[src/rtl/setup_pkg.sv]
`default_nettype none

package setup_pkg;

    // ============================================================
    // Widths and sizes
    // ============================================================
    localparam int FLOWID_W        = 8;
    localparam int NOC_DATA_W      = 64;
    localparam int TARGET_W        = 32;
    localparam int MSG_TYPE_W      = 4;

    localparam int CONN_FIFO_DEPTH = 4;
    localparam int FIFO_PTR_W      = $clog2(CONN_FIFO_DEPTH);
    localparam int FIFO_CNT_W      = $clog2(CONN_FIFO_DEPTH + 1);

    // Unused flit bits below the header fields
    localparam int MSG_PAD_W = NOC_DATA_W - MSG_TYPE_W - FLOWID_W - 1 - 1 - TARGET_W;

    // ============================================================
    // Encodings
    // ============================================================
    typedef enum logic [MSG_TYPE_W-1:0] {
        SETUP_REQ     = 4'h1,
        SETUP_CONFIRM = 4'h2
    } msg_type_e;

    typedef enum logic {
        DIR_SEND = 1'b0,
        DIR_RECV = 1'b1
    } client_dir_e;

    typedef enum logic [1:0] {
        IDLE,
        CONFIRM,
        PUSH
    } parser_state_e;

    // ============================================================
    // Message and record layouts
    // ============================================================
    typedef struct packed {
        msg_type_e                  msg_type;
        logic [FLOWID_W-1:0]        flowid;
        client_dir_e                dir;
        logic                       last_conn;
        logic [TARGET_W-1:0]        target_bytes;
        logic [MSG_PAD_W-1:0]       padding;
    } setup_msg_t;

    typedef struct packed {
        logic [FLOWID_W-1:0]        flowid;
        client_dir_e                dir;
        logic [TARGET_W-1:0]        target_bytes;
        logic                       last_conn;
    } conn_record_t;

    // Per-flow entry in application memory
    typedef struct packed {
        logic [TARGET_W-1:0]        target_bytes;
        client_dir_e                dir;
    } app_cntxt_t;

    typedef struct packed {
        logic [FLOWID_W-1:0]        flowid;
        logic [TARGET_W-1:0]        target_bytes;
    } send_q_t;

endpackage

`default_nettype wire

[src/rtl/conn_fifo.sv]
`default_nettype none
`timescale 1ns/1ns

module conn_fifo
    import setup_pkg::*;
(
     input  wire logic      clk
    ,input  wire logic      rst_n

    ,input  wire logic      rec_in_val
    ,input  conn_record_t   rec_in
    ,output logic           rec_in_rdy

    ,output logic           rec_out_val
    ,output conn_record_t   rec_out
    ,input  wire logic      rec_out_rdy
);

    conn_record_t           mem [CONN_FIFO_DEPTH];

    logic [FIFO_PTR_W-1:0]  wr_ptr;
    logic [FIFO_PTR_W-1:0]  rd_ptr;
    logic [FIFO_CNT_W-1:0]  count;

    logic                   push;
    logic                   pop;

    assign rec_in_rdy  = (count != FIFO_CNT_W'(CONN_FIFO_DEPTH));
    assign rec_out_val = (count != '0);
    assign rec_out     = mem[rd_ptr];

    assign push = rec_in_val & rec_in_rdy;
    assign pop  = rec_out_val & rec_out_rdy;

    always_ff @(posedge clk) begin
        if (push) begin
            mem[wr_ptr] <= rec_in;
        end
    end

    // Pointers wrap on their own, depth is a power of two
    always_ff @(posedge clk) begin
        if (!rst_n) begin
            wr_ptr <= '0;
            rd_ptr <= '0;
            count  <= '0;
        end else begin
            if (push) begin
                wr_ptr <= wr_ptr + 1'b1;
            end
            if (pop) begin
                rd_ptr <= rd_ptr + 1'b1;
            end
            case ({push, pop})
                2'b10:   count <= count + 1'b1;
                2'b01:   count <= count - 1'b1;
                default: count <= count;        // Both or neither
            endcase
        end
    end

endmodule

`default_nettype wire

[src/rtl/conn_launcher.sv]
`default_nettype none
`timescale 1ns/1ns

module conn_launcher
    import setup_pkg::*;
(
     input  wire logic                  clk
    ,input  wire logic                  rst_n

    ,input  wire logic                  rec_out_val
    ,input  conn_record_t               rec_out
    ,output logic                       rec_out_rdy

    ,output logic                       app_mem_wr_req
    ,output logic [FLOWID_W-1:0]        app_mem_wr_addr
    ,output app_cntxt_t                 app_mem_wr_data

    ,output logic                       send_loop_q_wr_req
    ,output send_q_t                    send_loop_q_wr_data

    ,output logic                       recv_loop_q_wr_req
    ,output logic [FLOWID_W-1:0]        recv_loop_q_wr_flowid

    ,output logic                       setup_done
    ,output client_dir_e                my_dir
);

    logic launch;

    assign rec_out_rdy = 1'b1;      // One record per cycle
    assign launch      = rec_out_val & rec_out_rdy;

    // ============================================================
    // Write strobes and status
    // ============================================================
    always_ff @(posedge clk) begin
        if (!rst_n) begin
            app_mem_wr_req     <= 1'b0;
            send_loop_q_wr_req <= 1'b0;
            recv_loop_q_wr_req <= 1'b0;
            setup_done         <= 1'b0;
            my_dir          <= DIR_SEND;
        end else begin
            app_mem_wr_req     <= launch;
            send_loop_q_wr_req <= launch & (rec_out.dir == DIR_SEND);
            recv_loop_q_wr_req <= launch & (rec_out.dir == DIR_RECV);
            if (launch) begin
                my_dir <= rec_out.dir;
            end
            if (launch && rec_out.last_conn) begin
                setup_done <= 1'b1;     // Sticky
            end
        end
    end

    // Payload follows the strobes
    always_ff @(posedge clk) begin
        if (launch) begin
            app_mem_wr_addr                  <= rec_out.flowid;
            app_mem_wr_data.target_bytes     <= rec_out.target_bytes;
            app_mem_wr_data.dir              <= rec_out.dir;
            send_loop_q_wr_data.flowid       <= rec_out.flowid;
            send_loop_q_wr_data.target_bytes <= rec_out.target_bytes;
            recv_loop_q_wr_flowid            <= rec_out.flowid;
        end
    end

endmodule

`default_nettype wire

[src/rtl/setup_handler.sv]
`default_nettype none
`timescale 1ns/1ns

module setup_handler
    import setup_pkg::*;
(
     input  wire logic                  clk
    ,input  wire logic                  rst_n

    ,input  wire logic                  setup_q_empty
    ,input  wire logic [FLOWID_W-1:0]   setup_q_flowid
    ,output logic                       setup_q_rd_req

    ,input  wire logic                  noc_in_val
    ,input  setup_msg_t                 noc_in_data
    ,output logic                       noc_in_rdy

    ,output logic                       noc_out_val
    ,output setup_msg_t                 noc_out_data
    ,input  wire logic                  noc_out_rdy

    ,output logic                       app_mem_wr_req
    ,output logic [FLOWID_W-1:0]        app_mem_wr_addr
    ,output app_cntxt_t                 app_mem_wr_data

    ,output logic                       send_loop_q_wr_req
    ,output send_q_t                    send_loop_q_wr_data

    ,output logic                       recv_loop_q_wr_req
    ,output logic [FLOWID_W-1:0]        recv_loop_q_wr_flowid

    ,output logic                       setup_done
    ,output client_dir_e                my_dir
);

    logic           rec_in_val;
    conn_record_t   rec_in;
    logic           rec_in_rdy;

    logic           rec_out_val;
    conn_record_t   rec_out;
    logic           rec_out_rdy;

    setup_msg_parser msg_parser_i (
         .clk               (clk                )
        ,.rst_n             (rst_n              )
        ,.setup_q_empty     (setup_q_empty      )
        ,.setup_q_flowid    (setup_q_flowid     )
        ,.setup_q_rd_req    (setup_q_rd_req     )
        ,.noc_in_val        (noc_in_val         )
        ,.noc_in_data       (noc_in_data        )
        ,.noc_in_rdy        (noc_in_rdy         )
        ,.noc_out_val       (noc_out_val        )
        ,.noc_out_data      (noc_out_data       )
        ,.noc_out_rdy       (noc_out_rdy        )
        ,.rec_in_val        (rec_in_val         )
        ,.rec_in            (rec_in             )
        ,.rec_in_rdy        (rec_in_rdy         )
    );

    conn_fifo conn_fifo_i (
         .clk               (clk                )
        ,.rst_n             (rst_n              )
        ,.rec_in_val        (rec_in_val         )
        ,.rec_in            (rec_in             )
        ,.rec_in_rdy        (rec_in_rdy         )
        ,.rec_out_val       (rec_out_val        )
        ,.rec_out           (rec_out            )
        ,.rec_out_rdy       (rec_out_rdy        )
    );

    conn_launcher conn_launcher_i (
         .clk                   (clk                    )
        ,.rst_n                 (rst_n                  )
        ,.rec_out_val           (rec_out_val            )
        ,.rec_out               (rec_out                )
        ,.rec_out_rdy           (rec_out_rdy            )
        ,.app_mem_wr_req        (app_mem_wr_req         )
        ,.app_mem_wr_addr       (app_mem_wr_addr        )
        ,.app_mem_wr_data       (app_mem_wr_data        )
        ,.send_loop_q_wr_req    (send_loop_q_wr_req     )
        ,.send_loop_q_wr_data   (send_loop_q_wr_data    )
        ,.recv_loop_q_wr_req    (recv_loop_q_wr_req     )
        ,.recv_loop_q_wr_flowid (recv_loop_q_wr_flowid  )
        ,.setup_done            (setup_done             )
        ,.my_dir             (my_dir              )
    );

endmodule

`default_nettype wire

[src/rtl/setup_msg_parser.sv]
`default_nettype none
`timescale 1ns/1ns

module setup_msg_parser
    import setup_pkg::*;
(
     input  wire logic                  clk
    ,input  wire logic                  rst_n

    ,input  wire logic                  setup_q_empty
    ,input  wire logic [FLOWID_W-1:0]   setup_q_flowid
    ,output logic                       setup_q_rd_req

    ,input  wire logic                  noc_in_val
    ,input  setup_msg_t                 noc_in_data
    ,output logic                       noc_in_rdy

    ,output logic                       noc_out_val
    ,output setup_msg_t                 noc_out_data
    ,input  wire logic                  noc_out_rdy

    ,output logic                       rec_in_val
    ,output conn_record_t               rec_in
    ,input  wire logic                  rec_in_rdy
);

    parser_state_e  state_q;
    parser_state_e  state_d;
    conn_record_t   rec_q;

    // ============================================================
    // Control FSM
    // ============================================================
    always_ff @(posedge clk) begin
        if (!rst_n) begin
            state_q <= IDLE;
        end else begin
            state_q <= state_d;
        end
    end

    always_comb begin
        state_d        = state_q;
        noc_in_rdy     = 1'b0;
        noc_out_val    = 1'b0;
        rec_in_val     = 1'b0;
        setup_q_rd_req = 1'b0;

        case (state_q)
            IDLE: begin
                noc_in_rdy = ~setup_q_empty;     // Only take work with a flow id waiting
                if (noc_in_val && noc_in_rdy && (noc_in_data.msg_type == SETUP_REQ)) begin
                    setup_q_rd_req = 1'b1;
                    state_d        = CONFIRM;
                end
            end
            CONFIRM: begin
                noc_out_val = 1'b1;
                if (noc_out_rdy) begin
                    state_d = PUSH;
                end
            end
            PUSH: begin
                // Record goes out after the confirm so both orders agree
                rec_in_val = 1'b1;
                if (rec_in_rdy) begin
                    state_d = IDLE;
                end
            end
            default: begin
                state_d = IDLE;
            end
        endcase
    end

    // ============================================================
    // Record register
    // ============================================================
    always_ff @(posedge clk) begin
        if (setup_q_rd_req) begin
            rec_q.flowid       <= setup_q_flowid;
            rec_q.dir          <= noc_in_data.dir;
            rec_q.target_bytes <= noc_in_data.target_bytes;
            rec_q.last_conn    <= noc_in_data.last_conn;
        end
    end

    assign rec_in = rec_q;

    // Confirm echoes the request with the assigned flow id
    always_comb begin
        noc_out_data              = '0;
        noc_out_data.msg_type     = SETUP_CONFIRM;
        noc_out_data.flowid       = rec_q.flowid;
        noc_out_data.dir          = rec_q.dir;
        noc_out_data.last_conn    = rec_q.last_conn;
        noc_out_data.target_bytes = rec_q.target_bytes;
    end

endmodule

`default_nettype wire

[config.mk]
export PLATFORM = sky130hd
export DESIGN_NAME = setup_handler
export DESIGN_NICKNAME = d
export VERILOG_FILES = /design/src/rtl/setup_pkg.sv /design/src/rtl/conn_fifo.sv /design/src/rtl/conn_launcher.sv /design/src/rtl/setup_handler.sv /design/src/rtl/setup_msg_parser.sv
export SDC_FILE = /design/constraint.sdc
export NUM_CORES = 1
export LEC_CHECK = 0
export BUFFER_PORTS_ARGS = -buffer_cell sky130_fd_sc_hd__buf_2
export CORE_ASPECT_RATIO = 0.9
export CORE_UTILIZATION = 57
export DETAILED_ROUTE_END_ITERATION = 12
export GPL_TIMING_DRIVEN = 0
export PLACE_DENSITY = 0.84
export SYNTH_ARGS = -nofsm -noshare
export SYNTH_HDL_FRONTEND = slang
export SYNTH_SLANG_ARGS = --single-unit
[constraint.sdc]
create_clock -name clk -period 5.2 [get_ports clk]
set_input_delay 0.78 -clock clk [delete_from_list [all_inputs] [get_ports clk]]
set_output_delay 0.78 -clock clk [all_outputs]
set_load 0.02 [all_outputs]
==> results.ini, run 1 <==
[global_routing]
grt_max_degree = 48
antenna_found_initial = 1
grt_pass1_wl_um = 25200
grt_pass1_vias = 4732
grt_usage = 0.190
overflow = 0

[final_layout]
syn2layout_area_growth_pct = 22.4
instances_no_fill = 920
drive_gt1_frac = 0.505
n_antenna_cell = 0
nNetsFinal = 772
nFillCells = 1011
layout_commonest_cell = edfxtp_1
layout_common_cells = edfxtp_1 (251), buf_2 (195), buf_4 (70)

[sta]
worst_pin_slew_ps = 1240
hold_ws_ps = 437
clock.fmax_mhz = 341
setup_tns_ps = 0
slew_violations = 0
hold_viol_final = 0
setup_viol = 0
rsz0062_at_grt = no
slew_headroom = 0.174
fin_crit_sh = 0.564
final.min_clock_period_ps = 2930
skew_ps = 12.2

[setup_path]
cp_num_cells = 5
arrival_ps = 2150
cp_top_family = simple AND/OR/NAND/NOR gates
crit_chain = buf_2 -> nor4b_1 -> and3_2 -> buf_12 -> buf_2
cp_slowest_stage_delay_ps = 500
path_max_fanout = 31
critPathBufInv = 3
crit_path_frequent_cell = buf_2
cp-end-kind = primary output
ff2ff_path_depth = 7
worstSetupPathType = in -> out
slowest_stage = and3_2
startpoint_type = primary input
critical_path_required_ps = 4420

[floorplanning]
initial_core_util = 0.582
die_area_um2 = 17700
rows = 45
core_area_um2 = 16800
die_h_um = 126
fp.dieW_um = 140
ios = 238

[route]
wire_per_inst_um = 18.5
antenna_left = 0
first_iter_violations = 219
first_pass_iters = 6
via_count = 4776
via_per_inst = 5.19
drt-total-wl_um = 17000
drc_errors = 0

[clock_network]
clockBufferDepth = 3
cts.clk_slew.worst_paths_ps = 60
cts_sinks = 267
htreeDepth = 1
cts_resized = 0
clockRootBuffer = clkbuf_16
post_cts_buffers = 0
cts_made_buffers = 25
postCtsHoldBufs = 0
cts_tree = yes
clk_latency_ps = 510

[place]
gp_congestion = 0.678
dp_hpwl_um = 10700
place_inst = 874
port-buffer-count = 189

[outcome]
outcome = finished, final reports clean

[synthesis]
ys_seq_elements = 267
synth_cells = 449
yosysSeqAreaShare = 0.802
postSynthAreaPerCell_um2 = 21.8
yosysWarnings = 0
synth_area_um2 = 9800
synth_cell_types = 37

[power]
p_leak_nw = 4.42
vdd_drop_max_mv = 0.235
power_density_nw_per_um2 = 348

[hold_path]
worstHoldPathType = in -> reg
whs_path_depth = 1

[run]
drv_cap = 0

==> state kept, by name, summed over array words and instances, names as in the netlist, named ones only <==
name,cells
conn_launcher_i.app_mem_wr_addr,8
conn_launcher_i.setup_done,1
conn_fifo_i.wr_ptr,2
msg_parser_i.noc_out_data,42
conn_fifo_i.count,3
conn_launcher_i.my_dir,1
conn_launcher_i.app_mem_wr_req,1
conn_launcher_i.send_loop_q_wr_req,1
conn_fifo_i.mem,168
conn_launcher_i.recv_loop_q_wr_req,1
conn_launcher_i.app_mem_wr_data,33
msg_parser_i.state_q,2
conn_fifo_i.rd_ptr,2
==> routing by layer <==
layer	track usage	share of wire	vias to the layer above
met4	0.0524	0.019	0
met3	0.0336	0.062	23
met5	0	0	-
met1	0.243	0.40	2380
met2	0.337	0.52	201
li1	-	-	2172
==> cells in the mapped netlist (all sizes together) <==
| master | n | area [um^2] |
|---|---|---|
| edfxtp | 251 | 7540 |
| buf | 77 | 567 |
| mux4 | 42 | 946 |
| dfxtp | 16 | 320 |
| and2 | 7 | 46.3 |
| clkbuf | 6 | 22.5 |
| inv | 5 | 18.8 |
| nor2b | 5 | 31.3 |
| ha | 4 | 50.1 |
| nand2 | 3 | 13.8 |
| o21ai | 3 | 15.0 |
| a21boi | 2 | 15.0 |
| a21oi | 2 | 13.8 |
| and3 | 2 | 17.5 |
| and3b | 2 | 17.5 |
| conb | 2 | 7.51 |
| nor2 | 2 | 7.51 |
| nor3 | 2 | 10.0 |
| nor4b | 2 | 17.5 |
| o211a | 2 | 20.0 |
| xnor2 | 2 | 17.5 |
| a22o | 1 | 8.76 |
| a31o | 1 | 8.76 |
| fa | 1 | 20.0 |
| mux2i | 1 | 10.0 |
| nand2b | 1 | 6.26 |
| nand3 | 1 | 5.00 |
| nor4 | 1 | 6.26 |
| o311a | 1 | 10.0 |
| o31a | 1 | 8.76 |
| or3 | 1 | 6.26 |
==> path summary, 6_finish.rpt <==
| path | end | slack, ps | from |
|---|---|---|---|
| min | msg_parser_i.noc_out_data[55]$_DFFE_PP_ | 440 | setup_q_flowid[3] |
| max | setup_q_rd_req | 2270 | noc_in_data[61] |
| min reg2reg | conn_launcher_i.my_dir$_SDFFE_PN0N_ | 520 | conn_launcher_i.my_dir$_SDFFE_PN0N_ |
| max reg2reg | conn_fifo_i.count[2]$_SDFFE_PN0P_ | 2350 | conn_fifo_i.count[0]$_SDFFE_PN0P_ |
==> logic make-up (layout without fill, tap and decap cells) <==
| kind of cell | Yosys count | in the layout | share of synthesized area |
|---|---|---|---|
| and+or+nand+nor | 29 | 29 | 0.0189 |
| xor gates and xnor gates | 2 | 2 | 0.00179 |
| buffers and inverters | 88 | 328 | 0.0620 |
| AOI/OAI and AO/OA | 13 | 13 | 0.0102 |
| other | 2 | 22 | 0.000766 |
| muxes | 43 | 43 | 0.0975 |
| adders and majority gates | 5 | 5 | 0.00715 |
| DFF | 267 | 267 | 0.802 |
==> power breakdown <==
part | total [mW] | leakage (nW) | internal [mW] | switching, mW
registers | 2.33 | 2.39 | 2.33 | 0.00423
clock network | 1.75 | 0.381 | 1.01 | 0.744
logic | 0.0871 | 1.65 | 0.0407 | 0.0464
==> through the flow <==
| step | util | total power [mW] | setup WS [ps] | cell area [um^2] |
|---|---|---|---|---|
| floorplan | - | 2.44 | 1810 | 9880 |
| global placement | 0.659 | 2.46 | 1050 | 11100 |
| detailed placement | 0.666 | 2.47 | 2250 | 11200 |
| CTS | 0.713 | 4.21 | 2260 | 12000 |
| global route | 0.713 | 4.29 | 2140 | 12000 |
| finish | 0.713 | 4.18 | 2270 | 12000 |
==> worst register-to-register path, stage by stage, from the launching register on <==
cell and delay [ps]:
dfxtp_1 300, buf_2 180, or3_1 120, buf_2 930, nand2_1 200, fa_1 520, nor4_1 340, o31a_1 190
==> final cells by class <==
cell class,count,area (um^2),area share
timing repair buffer,194,1060,0.0884
buffer,83,589,0.0491
multi-input combinational,114,1420,0.118
tap,211,264,0.0220
sequential,267,7860,0.655
clock inverter,11,120,0.0100
clock buffer,35,673,0.0561
inverter,5,18.8,0.00156
Note: power is estimated with default switching activity, not from simulation.
==> inputs of run 2 (changes only) <==
--- a/config.mk
+++ b/config.mk
@@ -7,10 +7,10 @@
 export LEC_CHECK = 0
 export BUFFER_PORTS_ARGS = -buffer_cell sky130_fd_sc_hd__buf_2
 export CORE_ASPECT_RATIO = 0.9
-export CORE_UTILIZATION = 57
+export CORE_UTILIZATION = 53
 export DETAILED_ROUTE_END_ITERATION = 12
 export GPL_TIMING_DRIVEN = 0
-export PLACE_DENSITY = 0.84
+export PLACE_DENSITY = 0.79
 export SYNTH_ARGS = -nofsm -noshare
 export SYNTH_HDL_FRONTEND = slang
 export SYNTH_SLANG_ARGS = --single-unit
==> constraint.sdc (replaced) <==
create_clock -name clk -period 2.95 [get_ports clk]
set_input_delay 0.4425 -clock clk [delete_from_list [all_inputs] [get_ports clk]]
set_output_delay 0.4425 -clock clk [all_outputs]
set_load 0.02 [all_outputs]
==> run 2 against run 1 <==
Via count decreased by 0.82%. Global-route usage is 1.1 points lower. Die area increased by 7.4%. Setup slack got worse by 1900 ps. Combinational power rose by 77%. Utilization decreased by 3.7 points. Critical path depth decreased by 2.
==> results.ini, run 2 (synthesis results as in run 1) <==
[setup_path]
critical_path_required_ps = 2510
cp-end-kind = primary output
ff2ff_path_depth = 7
worstSetupPathType = reg -> out
startpoint_type = flip-flop
arrival_ps = 2090
path_max_fanout = 24

[final_layout]
drive_gt1_frac = 0.502
stdcell_area_um2 = 12100
layout_common_cells = edfxtp_1 (251), buf_2 (194), buf_4 (70)
top_register = conn_fifo_i.mem
largest_reg_flops = 168
layout_commonest_cell = edfxtp_1
instances_no_fill = 949
nNetsFinal = 773
syn2layout_area_growth_pct = 23.1
final_util = 0.676
n_antenna_cell = 0

[sta]
slew_headroom = 0.505
setup_tns_ps = 0
skew_ps = 22.5
worst_pin_slew_ps = 742
rsz0062_at_grt = no
hold_viol_final = 0
setup_viol = 0
hold_ws_ps = 87.1
fin_ws_ps = 414
final.min_clock_period_ps = 2540
fin_crit_sh = 0.860
clock.fmax_mhz = 394
slew_violations = 0

[clock_network]
postCtsHoldBufs = 0
clk_latency_ps = 530
cts.clk_slew.worst_paths_ps = 60
post_cts_buffers = 0
clockBufferDepth = 3
cts_made_buffers = 26
cts_sinks = 267
cts_tree = yes
clockRootBuffer = clkbuf_16
htreeDepth = 1
cts_resized = 0

[floorplanning]
ios = 238
core_area_um2 = 17800
fp.dieW_um = 145
initial_core_util = 0.549
die_area_um2 = 19000
rows = 46
die_h_um = 131

[place]
dp_hpwl_um = 10600
gp_congestion = 0.706
place_inst = 903
post_dp_cell_area_um2 = 11200
place_ws_ps = 121
port-buffer-count = 189

[global_routing]
antenna_found_initial = 0
grt_usage = 0.179
grt_pass1_wl_um = 25700
grt_pass1_vias = 4815
grt_max_degree = 48
overflow = 0

[power]
p_leak_nw = 4.44
power_density_nw_per_um2 = 617
p_total_mw = 7.45
vdd_drop_max_mv = 0.540

[route]
drt-total-wl_um = 17100
first_iter_violations = 227
antenna_left = 0
drc_errors = 0
via_count = 4737
via_per_inst = 4.99
wire_per_inst_um = 18.0
first_pass_iters = 4

[run]
drv_cap = 0

[outcome]
outcome = finished, final reports clean

[hold_path]
whs_path_depth = 1
worstHoldPathType = in -> reg

-- run 2: cell types whose count changed in the layout (fill, tap and decap cells not counted) --
cell / delta
clkinv_1: +5
clkbuf_1: -3
clkinvlp_4: -2
inv_6: -2
buf_12: +1
buf_16: -1
buf_2: -1
bufinv_16: +1
clkbuf_16: +1
clkbuf_4: +1
clkbuf_8: -1
clkinv_8: +1
-- run 2: final timing paths --
kind / startpoint / end / slack (ps)
worst min-delay path: noc_in_data[21] / msg_parser_i.noc_out_data[21]$_DFFE_PP_ / 90
worst max-delay path: msg_parser_i.state_q[1]$_SDFFE_PN0P_ / setup_q_rd_req / 410
worst min register to register: conn_launcher_i.my_dir$_SDFFE_PN0N_ / conn_launcher_i.my_dir$_SDFFE_PN0N_ / 490
worst max register to register: conn_fifo_i.count[0]$_SDFFE_PN0P_ / conn_fifo_i.count[2]$_SDFFE_PN0P_ / 460
-- run 2: area by class of cell --
cell class,count,area (um^2)
plain buffers,83,592
clock inverters,14,153
flip-flops and latches,267,7860
clock buffers,32,673
multi-input cells,114,1420
well taps,240,300
inverters,5,18.8
fillers,1175,5780
repair buffers,194,1050
-- run 2: critical path: stages, from the launching register on --
cell	delay, ps
dfxtp_1	340
nor3_1	290
and3_2	660
buf_2	280
-- run 2: per-layer routing --
layer  track usage  vias to the layer above  wire length (um)
met5             0                        -                 0
met1         0.216                     2323              6690
li1              -                     2163                 -
met2         0.326                      219              8850
met3        0.0413                       32              1170
met4        0.0502                        0               358
-- run 2: power breakdown --
part           internal (mW)  switching (mW)  total (mW)
registers               4.11         0.00761        4.12
logic                 0.0719          0.0816       0.154
clock network           1.88            1.30        3.18
total                   6.06            1.39        7.45
